[src/exec_pkg.sv]
`default_nettype none

package exec_pkg;

    localparam int XLEN  = 32;
    localparam int TAG_W = 8;
    localparam int ROB_W = 6;

    localparam logic [6:0] OPC_OP        = 7'b0110011;
    localparam logic [6:0] FUNCT7_MULDIV = 7'b0000001;

    // ALU func3
    localparam logic [2:0] F3_ADD  = 3'b000;
    localparam logic [2:0] F3_SLL  = 3'b001;
    localparam logic [2:0] F3_SLT  = 3'b010;
    localparam logic [2:0] F3_SLTU = 3'b011;
    localparam logic [2:0] F3_XOR  = 3'b100;
    localparam logic [2:0] F3_SRL  = 3'b101;
    localparam logic [2:0] F3_OR   = 3'b110;

    localparam logic [2:0] F3_MUL   = 3'b000;
    localparam logic [2:0] F3_MULH  = 3'b001;
    localparam logic [2:0] F3_MULHU = 3'b011;

    localparam int ADD_RS_DEPTH = 8;
    localparam int MUL_RS_DEPTH = 4;
    localparam int DIV_RS_DEPTH = 4;
    localparam int MUL_STAGES   = 3;

    typedef struct packed {
        logic [6:0]       opcode;
        logic [6:0]       funct7;
        logic [2:0]       func3;
        logic [XLEN-1:0]  op1_value;
        logic [XLEN-1:0]  op2_value;
        logic [TAG_W-1:0] op1_tag;
        logic [TAG_W-1:0] op2_tag;
        logic [TAG_W-1:0] rd_tag;
        logic [1:0]       op_ready;  // Bit 0 is operand 1
        logic [XLEN-1:0]  immediate;
        logic [ROB_W-1:0] rob_id;
    } dispatch_t;

    typedef struct packed {
        logic [XLEN-1:0]  op1_value;
        logic [XLEN-1:0]  op2_value;
        logic [TAG_W-1:0] op1_tag;
        logic [TAG_W-1:0] op2_tag;
        logic [1:0]       op_ready;
        logic [TAG_W-1:0] rd_tag;
        logic [ROB_W-1:0] rob_id;
        logic [2:0]       func3;
        logic             use_imm;   // Operand 2 holds the immediate
        logic             alt;       // SUB or SRA
    } uop_t;

    typedef struct packed {
        logic             valid;
        logic [2:0]       func3;
        logic             alt;
        logic [XLEN-1:0]  a;
        logic [XLEN-1:0]  b;
        logic [TAG_W-1:0] rd_tag;
        logic [ROB_W-1:0] rob_id;
    } issue_t;

    typedef struct packed {
        logic             valid;
        logic [TAG_W-1:0] tag;
        logic [ROB_W-1:0] rob_id;
        logic [XLEN-1:0]  value;
    } result_t;

endpackage

`default_nettype wire

[src/mul_unit.sv]
`timescale 1ns/10ps
`default_nettype none

module mul_unit (
    input  logic              clk,
    input  logic              reset,
    input  exec_pkg::issue_t  issue,
    output exec_pkg::result_t result
);

    logic                               a_sx;
    logic                               b_sx;
    logic signed [exec_pkg::XLEN:0]     a_q;
    logic signed [exec_pkg::XLEN:0]     b_q;
    logic signed [2*exec_pkg::XLEN+1:0] prod_q;
    logic [exec_pkg::MUL_STAGES-2:0]    vld_q;
    logic [exec_pkg::MUL_STAGES-2:0]    hi_q;
    logic [exec_pkg::TAG_W-1:0]         tag_q [exec_pkg::MUL_STAGES-1];
    logic [exec_pkg::ROB_W-1:0]         rob_q [exec_pkg::MUL_STAGES-1];

    always_comb begin
        a_sx = issue.func3 != exec_pkg::F3_MULHU;  // MULHSU keeps a signed
        b_sx = issue.func3 == exec_pkg::F3_MULH;
    end

    always_ff @(posedge clk or posedge reset) begin
        if (reset) begin
            vld_q  <= '0;
            result <= '0;
        end else begin
            vld_q         <= {vld_q[exec_pkg::MUL_STAGES-3:0], issue.valid};
            result.valid  <= vld_q[exec_pkg::MUL_STAGES-2];
            result.tag    <= tag_q[exec_pkg::MUL_STAGES-2];
            result.rob_id <= rob_q[exec_pkg::MUL_STAGES-2];
            result.value  <= hi_q[exec_pkg::MUL_STAGES-2] ?
                             prod_q[2*exec_pkg::XLEN-1:exec_pkg::XLEN] :
                             prod_q[exec_pkg::XLEN-1:0];
        end
    end

    always_ff @(posedge clk) begin
        a_q      <= {a_sx & issue.a[exec_pkg::XLEN-1], issue.a};  // Stage 1
        b_q      <= {b_sx & issue.b[exec_pkg::XLEN-1], issue.b};
        prod_q   <= a_q * b_q;                                    // Stage 2
        hi_q     <= {hi_q[exec_pkg::MUL_STAGES-3:0], issue.func3 != exec_pkg::F3_MUL};
        tag_q[0] <= issue.rd_tag;
        rob_q[0] <= issue.rob_id;
        for (int s = 1; s < exec_pkg::MUL_STAGES - 1; s++) begin
            tag_q[s] <= tag_q[s-1];
            rob_q[s] <= rob_q[s-1];
        end
    end

endmodule

`default_nettype wire

[config.mk]
export PLATFORM = sky130hd
export DESIGN_NAME = mul_unit
export DESIGN_NICKNAME = d
export VERILOG_FILES = /design/src/exec_pkg.sv /design/src/mul_unit.sv
export SDC_FILE = /design/constraint.sdc
export NUM_CORES = 2
export LEC_CHECK = 0
export BUFFER_PORTS_ARGS = -buffer_cell sky130_fd_sc_hd__buf_2
export CAP_MARGIN = 10
export CORE_MARGIN = 3
export CORE_UTILIZATION = 53
export CTS_CLUSTER_DIAMETER = 120
export CTS_CLUSTER_SIZE = 8
export DETAILED_ROUTE_END_ITERATION = 16
export PLACE_DENSITY = 0.7
export SYNTH_ARGS = -nofsm -noshare
export SYNTH_HDL_FRONTEND = slang
export SYNTH_SLANG_ARGS = --single-unit
[constraint.sdc]
create_clock -name clk -period 22.5 [get_ports clk]
set_input_delay 0 -clock clk [delete_from_list [all_inputs] [get_ports clk]]
set_output_delay 0 -clock clk [all_outputs]
set_load 0.005 [all_outputs]
==> flow_summary.yaml <==
die:
  die_w_um: 291.6
  die_h_um: 291.6
  start_util_pct: 53.57
  core_mm2: 0.08068
  pin_count: 132
  rows: 104
  die-area_mm2: 0.08500
worst_hold_path:
  hp-class: "input port to register"
synthesis:
  synth_nets: 5825
  synthFlopType: "dfxtp_1"
  synth-seq-area-share_pct: 10.25
  synth_area_per_cell_um2: 9.816
  synthDistinctLibCells: 68
  synth_edf_count: 0
  async_flop_share_pct: 23.44
  synth_area_mm2: 0.04322
  yosys_warnings: 0
  syn_inst: 4403
  ys_seq_elements: 209
global_route:
  grtUsageMet2_pct: 45.43
  grt_use_met1_pct: 34.90
  grt_pass1_wl_um: 175900
  grt_start_max_net_pins: 50
  busiest_layer: "met2"
  overflow: 0
  grt_use_total_pct: 26.30
  grt_use_met3_pct: 4.084
  grt_antenna_before_repair: 0
  grt_pass1_vias: 32660
timing:
  slew_headroom_pct: 24.66
  setup_ws_ps: 13920
  hold_viol: 0
  fmax_mhz: 116.6
  tightest_slew_ps: 1127
  drv_slew: 0
  rsz0062_at_grt: "no"
  period_share_pct: 38.11
  setup_viol: 0
  post-route-min-period_ps: 8575
  skew_ps: 43.24
  finalSetupTns_ps: 0
clocking:
  hold_buffers: 85
  cts_resized: 0
  post_cts_buffers: 0
  clk_path_buf_depth: 3
  insertion_delay_ps: 580
  htree_levels: 2
  cts_buffers: 34
  cts_tree: "yes"
  cts.sinks: 209
  root_buffer: "clkbuf_16"
  clkSlewWorstSetupHoldPaths_ps: 60
finish:
  drive_gt1_share_pct: 6.570
  syn2layout_area_growth_pct: 7.883
  nets: 5904
place:
  dp_slack_ps: 14090
  dp_hpwl_um: 83900
  port_buffers: 130
  place.gp.congestion: 0.8968
detailed_routing:
  wl_per_cell_um: 19.06
  avgViaCountPerCell: 5.233
  drcViolationCount: 0
  dr.pass1.iters: 5
  vias: 29130
  finalWirelength_um: 106100
  ant_nets: 0
  drt_iter0_drc: 1632
worst_setup_path:
  crit_path_start_kind: "register"
  cp_slowest_cell: "fa_1"
  crit_path_cell_trace: "nand2_1 -> inv_1 -> fa_1 -> inv_1 -> fa_1 -> inv_1 -> fa_1 -> inv_1 -> fa_1 -> inv_1 -> fa_1 -> fa_1 -> fa_1 -> inv_1 -> fa_1 -> inv_1 -> ha_1 -> and3_1 -> nand2_1 -> or2_2 -> o21ai_0 -> o2111ai_1 -> nand3b_1 -> xor2_1"
  path_class: "register to register"
  crit_path_end_kind: "register"
  slowest_delay_ps: 1150
  cp.arrival_ps: 9050
  worst_ep_required_time_ps: 22980
  cpMostUsedCell: "fa_1"
  cp_max_fo: 33
run:
  maxCapViolations: 0
status:
  outcome: "complete, no violations"
[critical path, delay by kind of cell, from the launching register on]
family | cells | cell delay, ps
AO/OA/AOI/OAI | 2 | 410
XOR/XNOR | 1 | 130
adder cells (fa/ha/maj) | 9 | 4870
buffers and inverters | 7 | 1100
flip-flops | 1 | 860
AND/OR/NAND/NOR | 5 | 1050
[routing by layer]
layer | vias to the layer above | share of wire (%)
met5 | - | 0
met4 | 0 | 2.6
met3 | 183 | 6.2
met2 | 901 | 51
met1 | 15340 | 41
li1 | 12700 | -
[placed cells by master (no fill, tap or decap), types with 26 or more instances in the layout]
master         netlist  final
buf_4                2     46
nor2b_1             28     28
mux2_2              32     32
buf_2                2    130
dfrtp_1             49     49
dlygate4sd3_1        0     85
dfxtp_1            160    135
fa_1              1125   1125
nor2_1              26     26
xnor2_1             53     53
clkbuf_16            0     34
nand2_1            553    553
ha_1               212    212
o21ai_0             30     30
inv_1             1091   1090
and2_1             548    548
a21o_1              33     33
a21oi_1             64     64
[cells by family (layout without fill, tap and decap cells)]
group	Yosys count	in the layout	synth area share, %
other cells	0	1	0
buf+inv	1309	1411	11.41
simple gates	1236	1236	14.57
xor+xnor	78	78	1.581
fa+ha+maj	1337	1337	58.25
compound gates	202	202	3.112
mux	32	32	0.8338
flops	209	209	10.25
[synthesized netlist by cell type (all sizes together), types with 9 or more instances]
master	count	share of area, %
a21o	34	0.59
xor2	25	0.51
nor2	26	0.23
a31oi	10	0.14
inv	1091	9.5
a21oi	65	0.76
o21bai	12	0.21
fa	1125	52
ha	212	6.1
dfrtp	49	2.8
nor2b	28	0.41
mux2	32	0.83
dfxtp	160	7.4
o21ai	32	0.37
nand3	15	0.17
nand4	9	0.13
nand2b	13	0.21
clkbuf	210	1.8
and2	548	7.9
xnor2	53	1.1
and3	14	0.21
nand2	553	4.8
[flip-flops by register name (all words and copies together), names as in the netlist]
register and cells:
prod_q 64, result 47, a_q 33, b_q 33, tag_q 16, rob_q 12, hi_q 2, vld_q 2
[final timing paths]
check	depth (start not counted)	end	slack (ps)	start
max in group asynchronous	3	result[11]	21580	reset
worst min-delay path	2	b_q[24]	50	issue[38]
worst max-delay path	24	prod_q[62]	13920	b_q[6]
min in group asynchronous	3	result[15]	280	reset
worst min register to register	0	tag_q[1][3]	320	tag_q[0][3]
worst max register to register	24	prod_q[62]	13920	b_q[6]
[per-stage QoR]
step	util, %	cell area, um2	hold WS [ps]	cells
finish	57.79	46620	53.04	5566
global route	57.79	46620	45.50	5565
CTS	57.79	46620	15.15	5565
detailed placement	55.45	44740	103.5	5421
global placement	55.45	44740	102.6	5421
floorplan	-	43220	27.72	4403
[final cells by class]
type / count / area (um2)
multi-input cells: 2885 / 33860
clock inverters: 7 / 107.6
repair buffers: 261 / 1847
inverters: 1091 / 4095
flip-flops and latches: 209 / 4461
well taps: 1060 / 1326
diodes: 1 / 2.502
fillers: 6961 / 34050
clock buffers: 52 / 928.4
Power is left out: the tool's default activity adds up to more than one toggle a clock period on the data nets, which glitch-free logic cannot reach.
