$ cat config.mk
export PLATFORM = sky130hd
export DESIGN_NAME = rs_dispatch_router
export DESIGN_NICKNAME = d
export VERILOG_FILES = /design/src/exec_pkg.sv /design/src/rs_dispatch_router.sv
export SDC_FILE = /design/constraint.sdc
export NUM_CORES = 1
export LEC_CHECK = 0
export BUFFER_PORTS_ARGS = -buffer_cell sky130_fd_sc_hd__buf_2
export CAP_MARGIN = 20
export CORE_AREA = 2 2 97 99
export DETAILED_ROUTE_END_ITERATION = 6
export DIE_AREA = 0 0 99 101
export PLACE_DENSITY = 0.56
export SLEW_MARGIN = 0
export SYNTH_ARGS = -nofsm -noshare
export SYNTH_HDL_FRONTEND = slang
export SYNTH_SLANG_ARGS = --single-unit
$ cat constraint.sdc
create_clock -name vclk -period 6.2
set_input_delay 1.55 -clock vclk [all_inputs]
set_output_delay 1.55 -clock vclk [all_outputs]
set_load 0.005 [all_outputs]
$ cat src/exec_pkg.sv
`default_nettype none

package exec_pkg;

    localparam int XLEN  = 32;
    localparam int TAG_W = 8;
    localparam int ROB_W = 6;

    localparam logic [6:0] OPC_OP        = 7'b0110011;
    localparam logic [6:0] FUNCT7_MULDIV = 7'b0000001;

    // ALU func3
    localparam logic [2:0] F3_ADD  = 3'b000;
    localparam logic [2:0] F3_SLL  = 3'b001;
    localparam logic [2:0] F3_SLT  = 3'b010;
    localparam logic [2:0] F3_SLTU = 3'b011;
    localparam logic [2:0] F3_XOR  = 3'b100;
    localparam logic [2:0] F3_SRL  = 3'b101;
    localparam logic [2:0] F3_OR   = 3'b110;

    localparam logic [2:0] F3_MUL   = 3'b000;
    localparam logic [2:0] F3_MULH  = 3'b001;
    localparam logic [2:0] F3_MULHU = 3'b011;

    localparam int ADD_RS_DEPTH = 8;
    localparam int MUL_RS_DEPTH = 4;
    localparam int DIV_RS_DEPTH = 4;
    localparam int MUL_STAGES   = 3;

    typedef struct packed {
        logic [6:0]       opcode;
        logic [6:0]       funct7;
        logic [2:0]       func3;
        logic [XLEN-1:0]  op1_value;
        logic [XLEN-1:0]  op2_value;
        logic [TAG_W-1:0] op1_tag;
        logic [TAG_W-1:0] op2_tag;
        logic [TAG_W-1:0] rd_tag;
        logic [1:0]       op_ready;  // Bit 0 is operand 1
        logic [XLEN-1:0]  immediate;
        logic [ROB_W-1:0] rob_id;
    } dispatch_t;

    typedef struct packed {
        logic [XLEN-1:0]  op1_value;
        logic [XLEN-1:0]  op2_value;
        logic [TAG_W-1:0] op1_tag;
        logic [TAG_W-1:0] op2_tag;
        logic [1:0]       op_ready;
        logic [TAG_W-1:0] rd_tag;
        logic [ROB_W-1:0] rob_id;
        logic [2:0]       func3;
        logic             use_imm;   // Operand 2 holds the immediate
        logic             alt;       // SUB or SRA
    } uop_t;

    typedef struct packed {
        logic             valid;
        logic [2:0]       func3;
        logic             alt;
        logic [XLEN-1:0]  a;
        logic [XLEN-1:0]  b;
        logic [TAG_W-1:0] rd_tag;
        logic [ROB_W-1:0] rob_id;
    } issue_t;

    typedef struct packed {
        logic             valid;
        logic [TAG_W-1:0] tag;
        logic [ROB_W-1:0] rob_id;
        logic [XLEN-1:0]  value;
    } result_t;

endpackage

`default_nettype wire

$ cat src/rs_dispatch_router.sv
`timescale 1ns/10ps
`default_nettype none

module rs_dispatch_router (
    input  logic               dispatch_valid,
    input  exec_pkg::dispatch_t dispatch,
    input  logic               add_full,
    input  logic               mul_full,
    input  logic               div_full,
    output logic               add_write,
    output logic               mul_write,
    output logic               div_write,
    output exec_pkg::uop_t     uop,
    output logic               dispatch_stall
);

    logic is_muldiv;
    logic to_add;
    logic to_mul;
    logic to_div;

    always_comb begin
        is_muldiv = (dispatch.opcode == exec_pkg::OPC_OP) &&
                    (dispatch.funct7 == exec_pkg::FUNCT7_MULDIV);
        to_add = dispatch_valid && (dispatch.opcode != 7'd0) && !is_muldiv;  // Zero is a bubble
        to_mul = dispatch_valid && is_muldiv && !dispatch.func3[2];
        to_div = dispatch_valid && is_muldiv && dispatch.func3[2];

        dispatch_stall = (to_add && add_full) || (to_mul && mul_full) || (to_div && div_full);
        add_write = to_add && !add_full;
        mul_write = to_mul && !mul_full;
        div_write = to_div && !div_full;
    end

    always_comb begin
        uop.op1_value = dispatch.op1_value;
        uop.op1_tag   = dispatch.op1_tag;
        uop.rd_tag    = dispatch.rd_tag;
        uop.rob_id    = dispatch.rob_id;
        uop.func3     = dispatch.func3;
        uop.use_imm   = dispatch.opcode != exec_pkg::OPC_OP;
        // Immediate ops only use funct7 bit 5 for SRAI
        uop.alt       = dispatch.funct7[5] &&
                        (!uop.use_imm || dispatch.func3 == exec_pkg::F3_SRL);
        if (uop.use_imm) begin
            uop.op2_value = dispatch.immediate;
            uop.op2_tag   = '0;
            uop.op_ready  = {1'b1, dispatch.op_ready[0]};
        end else begin
            uop.op2_value = dispatch.op2_value;
            uop.op2_tag   = dispatch.op2_tag;
            uop.op_ready  = dispatch.op_ready;
        end
    end

endmodule

`default_nettype wire

==> flow_results.xml <==
<?xml version="1.0" encoding="UTF-8"?>
<metrics>
  <group name="power">
    <metric name="leakage_power_summed_over_all_cells" unit="nW">0.7921</metric>
    <metric name="power.ir.vdd_worst" unit="µV">8.638</metric>
    <metric name="power-per-cell-area" unit="mW/mm²">44.14</metric>
    <metric name="total_power" unit="µW">62.58</metric>
  </group>
  <group name="detailed_routing">
    <metric name="routed_wirelength" unit="µm">4190</metric>
    <metric name="routedWlPerCell" unit="µm">13.26</metric>
    <metric name="detailroute.via_count" unit="">1124</metric>
    <metric name="firstDrtPassIters" unit="">4</metric>
    <metric name="antenna_left" unit="">0</metric>
    <metric name="route.detailed.drc" unit="">0</metric>
    <metric name="drc_marker_count_from_the_first_detailed_route_iteration" unit="">13</metric>
    <metric name="detail_route.vias_per_cell" unit="">3.557</metric>
  </group>
  <group name="cells_and_area">
    <metric name="finish.net_count" unit="">356</metric>
    <metric name="regArea" unit="µm²">0</metric>
    <metric name="syn2layout_area_growth" unit="%">38.51</metric>
    <metric name="diodes" unit="">0</metric>
    <metric name="numSequentialCells" unit="">0</metric>
    <metric name="share_of_layout_cells_above_drive_strength_1" unit="%">88.29</metric>
    <metric name="clock_buffer_count" unit="">0</metric>
  </group>
  <group name="synth">
    <metric name="yosys-top-cells-area" unit="">sky130_fd_sc_hd__buf_4 43%, sky130_fd_sc_hd__mux2_2 35%, sky130_fd_sc_hd__and3_1 4.9%, sky130_fd_sc_hd__buf_2 2.0%, sky130_fd_sc_hd__nor3_4 1.6%</metric>
    <metric name="syn-num-nets" unit="">273</metric>
    <metric name="netlist_instances" unit="">124</metric>
    <metric name="synth.yosys.seq_area_share" unit="%">0</metric>
    <metric name="synthesized_area_divided_by_synthesized_cell_count" unit="µm²">8.254</metric>
    <metric name="synth_top_cell_area_share" unit="%">42.54</metric>
    <metric name="post_synth_instance_area" unit="mm²">0.001023</metric>
    <metric name="synthDominantAreaCellType" unit="">sky130_fd_sc_hd__buf_4</metric>
    <metric name="synthDistinctLibCells" unit="">23</metric>
    <metric name="yosys_warnings" unit="">0</metric>
  </group>
  <group name="clocking">
    <metric name="cts_hold_buf" unit="">0</metric>
    <metric name="cts_setup_buffers" unit="">0</metric>
    <metric name="cts_resized" unit="">0</metric>
  </group>
  <group name="setup_path">
    <metric name="timing.critical_path.arrival" unit="ns">3.51</metric>
    <metric name="critical_path.top_delay_family" unit="">simple AND/OR/NAND/NOR gates</metric>
    <metric name="cp_max_fo" unit="">34</metric>
    <metric name="cell_with_the_largest_stage_delay_on_the_worst_path" unit="">sky130_fd_sc_hd__and2_2</metric>
    <metric name="crit_buf_inv" unit="">3</metric>
    <metric name="crit_required" unit="ns">4.65</metric>
    <metric name="cp_cell_instances" unit="">buf_2 &gt; nor3_4 &gt; and2_2 &gt; inv_4 &gt; or3_4 &gt; nor3b_2 &gt; buf_2</metric>
    <metric name="start_kind" unit="">input port</metric>
    <metric name="crit_type" unit="">in2out</metric>
    <metric name="end_kind" unit="">primary output</metric>
    <metric name="top_cell_by_count_worst_path" unit="">sky130_fd_sc_hd__buf_2</metric>
    <metric name="cp_slowest_stage_delay" unit="ns">0.76</metric>
  </group>
  <group name="timing">
    <metric name="setup_repair_after_global_routing_missed_its_margin" unit="">false</metric>
    <metric name="hold_viol" unit="">0</metric>
    <metric name="fin_crit" unit="ns">5.061</metric>
    <metric name="tightest_slew" unit="ns">0.8213</metric>
    <metric name="final_max_slew_viol_count" unit="">0</metric>
    <metric name="fmax" unit="MHz">197.6</metric>
    <metric name="slew_headroom" unit="%">45.25</metric>
    <metric name="fin_ws" unit="ns">1.139</metric>
    <metric name="tns" unit="ns">0</metric>
    <metric name="report.final.setup_viol" unit="">0</metric>
    <metric name="fin_worst_hold_slack" unit="ns">3.100</metric>
    <metric name="min_period_over_period" unit="%">81.63</metric>
  </group>
  <group name="placed_design">
    <metric name="post-place-ws" unit="ns">1.090</metric>
    <metric name="gp_congestion" unit="">0.7464</metric>
    <metric name="buffer_ports.inserted" unit="">144</metric>
    <metric name="detailedPlacementHpwl" unit="µm">3704</metric>
  </group>
  <group name="global_routing">
    <metric name="grt_overflow" unit="">0</metric>
    <metric name="grtUsageTotal" unit="%">6.741</metric>
    <metric name="grt_first_pass_wirelength" unit="µm">5354</metric>
    <metric name="vias_in_the_first_global_route" unit="">1073</metric>
    <metric name="largest_net_degree_at_the_start_of_global_routing" unit="">35</metric>
    <metric name="antenna_violations_before_repair" unit="">0</metric>
  </group>
  <group name="floorplan">
    <metric name="rows" unit="">35</metric>
    <metric name="core_region_area" unit="mm²">0.008977</metric>
    <metric name="start_util" unit="%">11.40</metric>
    <metric name="die-area" unit="mm²">0.009999</metric>
    <metric name="die_width" unit="µm">99</metric>
    <metric name="io_pins" unit="">254</metric>
    <metric name="chipHeight" unit="µm">101</metric>
  </group>
  <group name="job">
    <metric name="number_of_max_cap_violations" unit="">0</metric>
  </group>
  <group name="worst_hold_path">
    <metric name="timing.hold.worst.class" unit="">in2out</metric>
  </group>
  <group name="status">
    <metric name="run_status" unit="">finished, final reports clean</metric>
  </group>
</metrics>
## report_power, final
group | leakage [nW] | internal (mW) | switching, mW
clock | 0 | 0 | 0
combinational | 0.792 | 0.0396 | 0.0230
sequential | 0 | 0 | 0
## cell families after synthesis
| group | share of synthesized area [%] |
|---|---|
| buffers and inverters | 46.94 |
| muxes | 36.19 |
| and+or+nand+nor | 14.55 |
| AOI/OAI and AO/OA | 2.322 |
## Yosys cell counts (2+ instances only)
cell / number
sky130_fd_sc_hd__and3_1: 8
sky130_fd_sc_hd__buf_2: 4
sky130_fd_sc_hd__buf_4: 58
sky130_fd_sc_hd__inv_1: 2
sky130_fd_sc_hd__mux2_2: 32
sky130_fd_sc_hd__nor2_1: 2
sky130_fd_sc_hd__nor4_1: 2
## per-layer routing
layer	share of wire (%)	wire [µm]	global-route usage, %	vias to the layer above
li1	-	-	-	530
met1	32	1331	6.534	473
met2	47	1971	12.27	95
met3	18	742	3.329	26
met4	3.5	145	2.634	0
met5	0	0	0	-
## worst paths after layout
kind                      start   endpoint  slack, ns  cells past startpoint
hold / removal     dispatch[45]    uop[16]       3.10                      0
setup / recovery  dispatch[144]  div_write       1.14                      7
## cell usage in the layout (no fill, tap or decap), drive strengths merged, types with 2 or more instances in the layout
master  instances
mux2           32
nor4            2
nor2            2
and3            8
inv             3
nor3            2
buf           144
## stage by stage
stage | util, % | std cells | cell area, µm²
2_1_floorplan | - | 124 | 1023
3_5_place_dp | 15.79 | 316 | 1418
3_3_place_gp | 15.79 | 316 | 1418
4_1_cts | 15.79 | 316 | 1418
5_1_grt | 15.79 | 316 | 1418
6_report | 15.79 | 316 | 1418
## area by class of cell
type | instances | area (µm²)
fill | 1029 | 7560
inverter | 3 | 13.76
multi-input combinational | 58 | 544.3
tap | 111 | 138.9
timing repair buffer | 144 | 720.7
Power figures use the tool's default switching activity.
