**config.mk**
```make
export PLATFORM = sky130hd
export DESIGN_NAME = div_unit
export DESIGN_NICKNAME = d
export VERILOG_FILES = /design/src/exec_pkg.sv /design/src/div_unit.sv
export SDC_FILE = /design/constraint.sdc
export NUM_CORES = 1
export LEC_CHECK = 0
export ABC_AREA = 1
export BUFFER_PORTS_ARGS = -buffer_cell sky130_fd_sc_hd__buf_2
export CAP_MARGIN = 10
export CORE_UTILIZATION = 30
export CTS_CLUSTER_SIZE = 16
export DETAILED_ROUTE_END_ITERATION = 6
export SYNTH_ARGS = -nofsm -noshare
export SYNTH_HDL_FRONTEND = slang
export SYNTH_SLANG_ARGS = --single-unit
```
**constraint.sdc**
```tcl
create_clock -name clk -period 4.6 [get_ports clk]
set_input_delay 0.46 -clock clk [delete_from_list [all_inputs] [get_ports clk]]
set_output_delay 0.46 -clock clk [all_outputs]
set_load 0.02 [all_outputs]
```
**src/exec_pkg.sv**
```systemverilog
`default_nettype none

package exec_pkg;

    localparam int XLEN  = 32;
    localparam int TAG_W = 8;
    localparam int ROB_W = 6;

    localparam logic [6:0] OPC_OP        = 7'b0110011;
    localparam logic [6:0] FUNCT7_MULDIV = 7'b0000001;

    // ALU func3
    localparam logic [2:0] F3_ADD  = 3'b000;
    localparam logic [2:0] F3_SLL  = 3'b001;
    localparam logic [2:0] F3_SLT  = 3'b010;
    localparam logic [2:0] F3_SLTU = 3'b011;
    localparam logic [2:0] F3_XOR  = 3'b100;
    localparam logic [2:0] F3_SRL  = 3'b101;
    localparam logic [2:0] F3_OR   = 3'b110;

    localparam logic [2:0] F3_MUL   = 3'b000;
    localparam logic [2:0] F3_MULH  = 3'b001;
    localparam logic [2:0] F3_MULHU = 3'b011;

    localparam int ADD_RS_DEPTH = 8;
    localparam int MUL_RS_DEPTH = 4;
    localparam int DIV_RS_DEPTH = 4;
    localparam int MUL_STAGES   = 3;

    typedef struct packed {
        logic [6:0]       opcode;
        logic [6:0]       funct7;
        logic [2:0]       func3;
        logic [XLEN-1:0]  op1_value;
        logic [XLEN-1:0]  op2_value;
        logic [TAG_W-1:0] op1_tag;
        logic [TAG_W-1:0] op2_tag;
        logic [TAG_W-1:0] rd_tag;
        logic [1:0]       op_ready;  // Bit 0 is operand 1
        logic [XLEN-1:0]  immediate;
        logic [ROB_W-1:0] rob_id;
    } dispatch_t;

    typedef struct packed {
        logic [XLEN-1:0]  op1_value;
        logic [XLEN-1:0]  op2_value;
        logic [TAG_W-1:0] op1_tag;
        logic [TAG_W-1:0] op2_tag;
        logic [1:0]       op_ready;
        logic [TAG_W-1:0] rd_tag;
        logic [ROB_W-1:0] rob_id;
        logic [2:0]       func3;
        logic             use_imm;   // Operand 2 holds the immediate
        logic             alt;       // SUB or SRA
    } uop_t;

    typedef struct packed {
        logic             valid;
        logic [2:0]       func3;
        logic             alt;
        logic [XLEN-1:0]  a;
        logic [XLEN-1:0]  b;
        logic [TAG_W-1:0] rd_tag;
        logic [ROB_W-1:0] rob_id;
    } issue_t;

    typedef struct packed {
        logic             valid;
        logic [TAG_W-1:0] tag;
        logic [ROB_W-1:0] rob_id;
        logic [XLEN-1:0]  value;
    } result_t;

endpackage

`default_nettype wire

```
**src/div_unit.sv**
```systemverilog
`timescale 1ns/10ps
`default_nettype none

module div_unit (
    input  logic              clk,
    input  logic              reset,
    input  exec_pkg::issue_t  issue,
    output logic              div_ready,
    output exec_pkg::result_t result
);

    logic                        busy;
    logic [4:0]                  count;
    logic [exec_pkg::XLEN-1:0]   quo;       // Shifts the dividend out, quotient in
    logic [exec_pkg::XLEN-1:0]   rem;
    logic [exec_pkg::XLEN-1:0]   dvs;
    logic [exec_pkg::XLEN-1:0]   dividend;
    logic                        neg_q;
    logic                        neg_r;
    logic                        want_rem;
    logic                        div_zero;
    logic                        a_neg;
    logic                        b_neg;
    logic [exec_pkg::XLEN:0]     shifted;
    logic [exec_pkg::XLEN+1:0]   diff;
    logic [exec_pkg::XLEN-1:0]   step_quo;
    logic [exec_pkg::XLEN-1:0]   step_rem;
    logic [exec_pkg::XLEN-1:0]   q_fix;
    logic [exec_pkg::XLEN-1:0]   r_fix;
    logic [exec_pkg::XLEN-1:0]   final_value;

    // Hold off the station while an issued op is still on its way in
    assign div_ready = !busy && !issue.valid;

    always_comb begin
        a_neg    = !issue.func3[0] && issue.a[exec_pkg::XLEN-1];  // DIV and REM are signed
        b_neg    = !issue.func3[0] && issue.b[exec_pkg::XLEN-1];
        shifted  = {rem, quo[exec_pkg::XLEN-1]};
        diff     = {1'b0, shifted} - {2'b00, dvs};
        step_rem = diff[exec_pkg::XLEN+1] ? shifted[exec_pkg::XLEN-1:0] : diff[exec_pkg::XLEN-1:0];
        step_quo = {quo[exec_pkg::XLEN-2:0], !diff[exec_pkg::XLEN+1]};
        // MIN / -1 falls out of the magnitudes as MIN with zero remainder
        q_fix    = neg_q ? -step_quo : step_quo;
        r_fix    = neg_r ? -step_rem : step_rem;
        if (want_rem) begin
            final_value = div_zero ? dividend : r_fix;
        end else begin
            final_value = div_zero ? '1 : q_fix;
        end
    end

    always_ff @(posedge clk or posedge reset) begin
        if (reset) begin
            busy   <= 1'b0;
            count  <= '0;
            result <= '0;
        end else begin
            result.valid <= 1'b0;
            if (!busy && issue.valid) begin
                busy          <= 1'b1;
                count         <= '0;
                result.tag    <= issue.rd_tag;
                result.rob_id <= issue.rob_id;
            end else if (busy) begin
                count <= count + 5'd1;
                if (count == 5'd31) begin  // Last restoring step
                    busy         <= 1'b0;
                    result.valid <= 1'b1;
                    result.value <= final_value;
                end
            end
        end
    end

    always_ff @(posedge clk) begin
        if (!busy && issue.valid) begin
            quo      <= a_neg ? -issue.a : issue.a;
            dvs      <= b_neg ? -issue.b : issue.b;
            rem      <= '0;
            dividend <= issue.a;
            neg_q    <= a_neg ^ b_neg;
            neg_r    <= a_neg;
            want_rem <= issue.func3[1];
            div_zero <= issue.b == '0;
        end else if (busy) begin
            quo <= step_quo;
            rem <= step_rem;
        end
    end

endmodule

`default_nettype wire

```
==> results.rst <==
.. list-table::
   :header-rows: 1

   * - Metric
     - Value
   * - Gate count after technology mapping
     - 1947
   * - FF-to-FF path depth
     - 29
   * - Arrival @ worst endpoint
     - 4.38 ns
   * - Initial antenna violation count
     - 0
   * - Tcrit/Tclk final
     - 0.8766
   * - Number of max-slew violations in the final report
     - 0
   * - Register-to-register path setup slack
     - 0.57 ns
   * - Top cell by count, worst path
     - sky130_fd_sc_hd__nand2_1
   * - Total wirelength of the detailed-routed design
     - 39660 µm
   * - Antenna diodes
     - 0
   * - Area growth syn-to-layout
     - 13.72%
   * - Final GP Congestion
     - 0.9101
   * - Power density of the placed cells
     - 647.5 nW/µm²
   * - Per-cell routed wire length
     - 14.96 µm
   * - Critical path capture point type
     - flip-flop
   * - Worst min-delay path startpoint
     - issue[80]
   * - Leak
     - 0.007300 µW
   * - Class of the worst hold path
     - input port to flip-flop
   * - Clk_skew
     - 0.01572 ns
   * - Length of the first detailed-routing pass in iterations
     - 7
   * - Via count of the first global-routing pass
     - 11980
   * - HPWL after DPL
     - 31290 µm
   * - Number of buffers on the longest clock path
     - 2
   * - Total grt overflow
     - 0
   * - Antenna-violating nets left
     - 0
   * - Slowest stage delay, CP
     - 0.36 ns
   * - Site Rows
     - 76
   * - Std-Cell Core Area
     - 43360 µm²
   * - Cell with the largest stage delay on the worst path
     - sky130_fd_sc_hd__edfxtp_1
   * - Slew margin rel.
     - 0.3908
   * - Total of max-cap violations
     - 0
   * - Critical path fanouts, max
     - 11
   * - Final total negative setup slack
     - 0 ns
   * - First-pass GRT wire length
     - 63090 µm
   * - Part of the Yosys area used for sequential elements
     - 0.3740
   * - Most common library cell in the layout ignoring fill and taps
     - sky130_fd_sc_hd__nand2_1
   * - Initial DRC Count
     - 857
   * - GRT Resource Usage Total
     - 0.1802
   * - Hold Path Stages
     - 1
   * - Post-CTS setup repair buffer count
     - 0
   * - Run status
     - complete, no violations
   * - Die height
     - 212.4 µm
   * - Synthesized Nets
     - 2071
   * - Number of storage elements in the synthesis netlist
     - 185
   * - Transition time of the tightest slew-check pin
     - 0.9138 ns
   * - Total setup violations reported at the end of the flow
     - 0
   * - Commonest cells after routing, fill and taps aside
     - sky130_fd_sc_hd__nand2_1, sky130_fd_sc_hd__inv_1, sky130_fd_sc_hd__nor2_1
   * - Overall power after layout
     - 9784 µW
   * - Quantity of hold-fixing buffers added after cts
     - 0
   * - Number of top-level pins
     - 133
   * - Predominant post-synthesis flop cell
     - sky130_fd_sc_hd__edfxtp_1
   * - CTS tree
     - yes
   * - Unrepaired setup endpoints after global routing
     - no
   * - Startpoint of the most critical register-to-register path
     - dvs[11]$_DFFE_PP_
   * - Launch point of the critical path
     - dvs[11]$_DFFE_PP_
   * - Clock sink count
     - 185
   * - Number of enable flip-flop cells after synthesis
     - 100
   * - Number of failing hold endpoints at the final stage
     - 0
   * - Clock network latency to the later pin of the worst-skew pair
     - 0.46 ns
   * - Total Nets Final
     - 2178
   * - Quantity of I/O buffers inserted on ports
     - 130
   * - Netlist area before placement
     - 13290 µm²
   * - Startpoint-to-endpoint class of the critical path
     - flip-flop to flip-flop
   * - Vias
     - 12610
   * - Number of clock buffers inserted by TritonCTS
     - 17
   * - H-Tree Level Count
     - 4
   * - Async SR Flop Fraction
     - 0.2865
   * - Clock root buffer master
     - sky130_fd_sc_hd__clkbuf_16
   * - Die extent in x
     - 212.4 µm
   * - Initial core utilization
     - 0.3064
   * - Final routed DRC violation total
     - 0
   * - Maximum vdd ir drop
     - 0.3580 mV
   * - Endpoint required time on the critical path
     - 4.94 ns
   * - Via density per instance
     - 4.756
   * - Min Clock Period, post-route
     - 4.032 ns
   * - Share of final-layout standard cells stronger than drive strength 1
     - 0.1205
   * - Clock transition at path regs
     - 0.08 ns
   * - Number of synthesis warnings
     - 0
   * - Avg Cell Area, Syn
     - 6.824 µm²
   * - Upper clock frequency limit
     - 248.0 MHz
   * - Nature of the critical path startpoint
     - flip-flop
   * - Area of the die
     - 45130 µm²
   * - Number of distinct library cell variants in the gate-level netlist after synthesis
     - 48
   * - Pin count of the biggest net entering global routing
     - 54
==> power breakdown <==
group	switching (µW)	internal (µW)	total [µW]	leakage (µW)
Sequential	520	2420	2940	0.00185
Clock	741	712	1450	0.000258
Combinational	3660	1740	5400	0.00520
==> what timing repair did <==
| item | in CTS | in global routing |
|---|---|---|
| setup endpoints to repair | 0 | 2 |
| hold endpoints to repair | 0 | 0 |
| gates resized for setup | 0 | 2 |
==> stage by stage <==
step,setup WS (ns),hold slack (ns),std cells,instance area (µm²),util
global route,0.01128,0.1663,2652,15110,0.3485
finish,0.5678,0.1717,2652,15110,0.3485
CTS,0.5010,0.1537,2652,15100,0.3482
floorplan,1.128,0.4494,1947,13290,-
detailed placement,0.5218,0.4561,2620,14540,0.3352
global placement,0.5715,0.4512,2620,14540,0.3352
==> final cells by class <==
| type | count | area [µm²] |
|---|---|---|
| Clock buffer | 17 | 425.4 |
| Clock inverter | 15 | 137.6 |
| Fill cell | 4735 | 28250 |
| Inverter | 250 | 938.4 |
| Multi-Input combinational cell | 1451 | 7113 |
| Sequential cell | 185 | 4970 |
| Tap cell | 585 | 732.0 |
| Timing Repair Buffer | 149 | 793.3 |
==> registers in the layout, indices dropped and copies added, names as in the netlist, 5 cells and up <==
register and count:
result 47, dividend 32, dvs 32, quo 32, rem 32, count 5
==> synth_stat cells (3+ instances only) <==
library cell,n,share of area
sky130_fd_sc_hd__nand2_1,597,0.17
sky130_fd_sc_hd__inv_1,243,0.069
sky130_fd_sc_hd__nor2_1,239,0.068
sky130_fd_sc_hd__nand3_1,147,0.055
sky130_fd_sc_hd__o21ai_0,102,0.038
sky130_fd_sc_hd__edfxtp_1,100,0.23
sky130_fd_sc_hd__a21oi_1,89,0.034
sky130_fd_sc_hd__xor2_1,57,0.038
sky130_fd_sc_hd__dfrtp_1,53,0.10
sky130_fd_sc_hd__clkbuf_1,44,0.012
sky130_fd_sc_hd__ha_1,38,0.036
sky130_fd_sc_hd__dfxtp_1,32,0.048
sky130_fd_sc_hd__nor3_1,29,0.011
sky130_fd_sc_hd__xnor2_1,22,0.015
sky130_fd_sc_hd__nand2_2,15,0.0071
sky130_fd_sc_hd__nand4_1,14,0.0066
sky130_fd_sc_hd__or2_2,13,0.0061
sky130_fd_sc_hd__nor2_2,10,0.0047
sky130_fd_sc_hd__o21ai_1,9,0.0034
sky130_fd_sc_hd__nor4_1,7,0.0033
sky130_fd_sc_hd__o211ai_1,7,0.0040
sky130_fd_sc_hd__o22ai_1,7,0.0033
sky130_fd_sc_hd__a21oi_2,6,0.0040
sky130_fd_sc_hd__buf_1,6,0.0017
sky130_fd_sc_hd__inv_2,6,0.0017
sky130_fd_sc_hd__a31oi_1,5,0.0024
sky130_fd_sc_hd__buf_2,5,0.0019
sky130_fd_sc_hd__o221ai_1,5,0.0033
sky130_fd_sc_hd__buf_6,4,0.0034
sky130_fd_sc_hd__nand3b_1,4,0.0023
sky130_fd_sc_hd__a22o_1,3,0.0020
sky130_fd_sc_hd__nand3_2,3,0.0023
sky130_fd_sc_hd__o21ai_2,3,0.0020
sky130_fd_sc_hd__o31ai_1,3,0.0017
==> worst max-delay path, delay by kind of cell, from the launching register on <==
family / cells / cell delay, ns
and+or+nand+nor: 18 / 2.04
buffers and inverters: 5 / 0.50
adders and majority gates: 2 / 0.50
DFF: 1 / 0.36
AOI/OAI and AO/OA: 3 / 0.34
xor gates and xnor gates: 1 / 0.15
==> path summary, 6_finish.rpt <==
kind | to
min in group asynchronous | result[33]$_DFFE_PP0P_
setup / recovery | result[28]$_DFFE_PP0P_
max in group asynchronous | result[29]$_DFFE_PP0P_
hold / removal | want_rem$_DFFE_PP_
setup reg to reg | result[28]$_DFFE_PP0P_
hold reg to reg | result[45]$_DFFE_PP0P_
==> per-layer routing <==
layer,part of all wire,vias to the layer above,global-route usage
li1,-,6462,-
met1,0.45,5796,0.2296
met2,0.48,301,0.3097
met3,0.042,54,0.02260
met4,0.027,0,0.06773
met5,0,-,0
==> cells by family after synthesis <==
logic type / count (synthesis) / synth area share
AO/OA/AOI/OAI: 246 / 0.1031
adder cells (fa/ha/maj): 39 / 0.03729
XOR/XNOR: 79 / 0.05208
buffers and inverters: 311 / 0.09210
AND/OR/NAND/NOR: 1087 / 0.3414
flip-flops: 185 / 0.3740
Note: power is estimated with default switching activity, not from simulation.
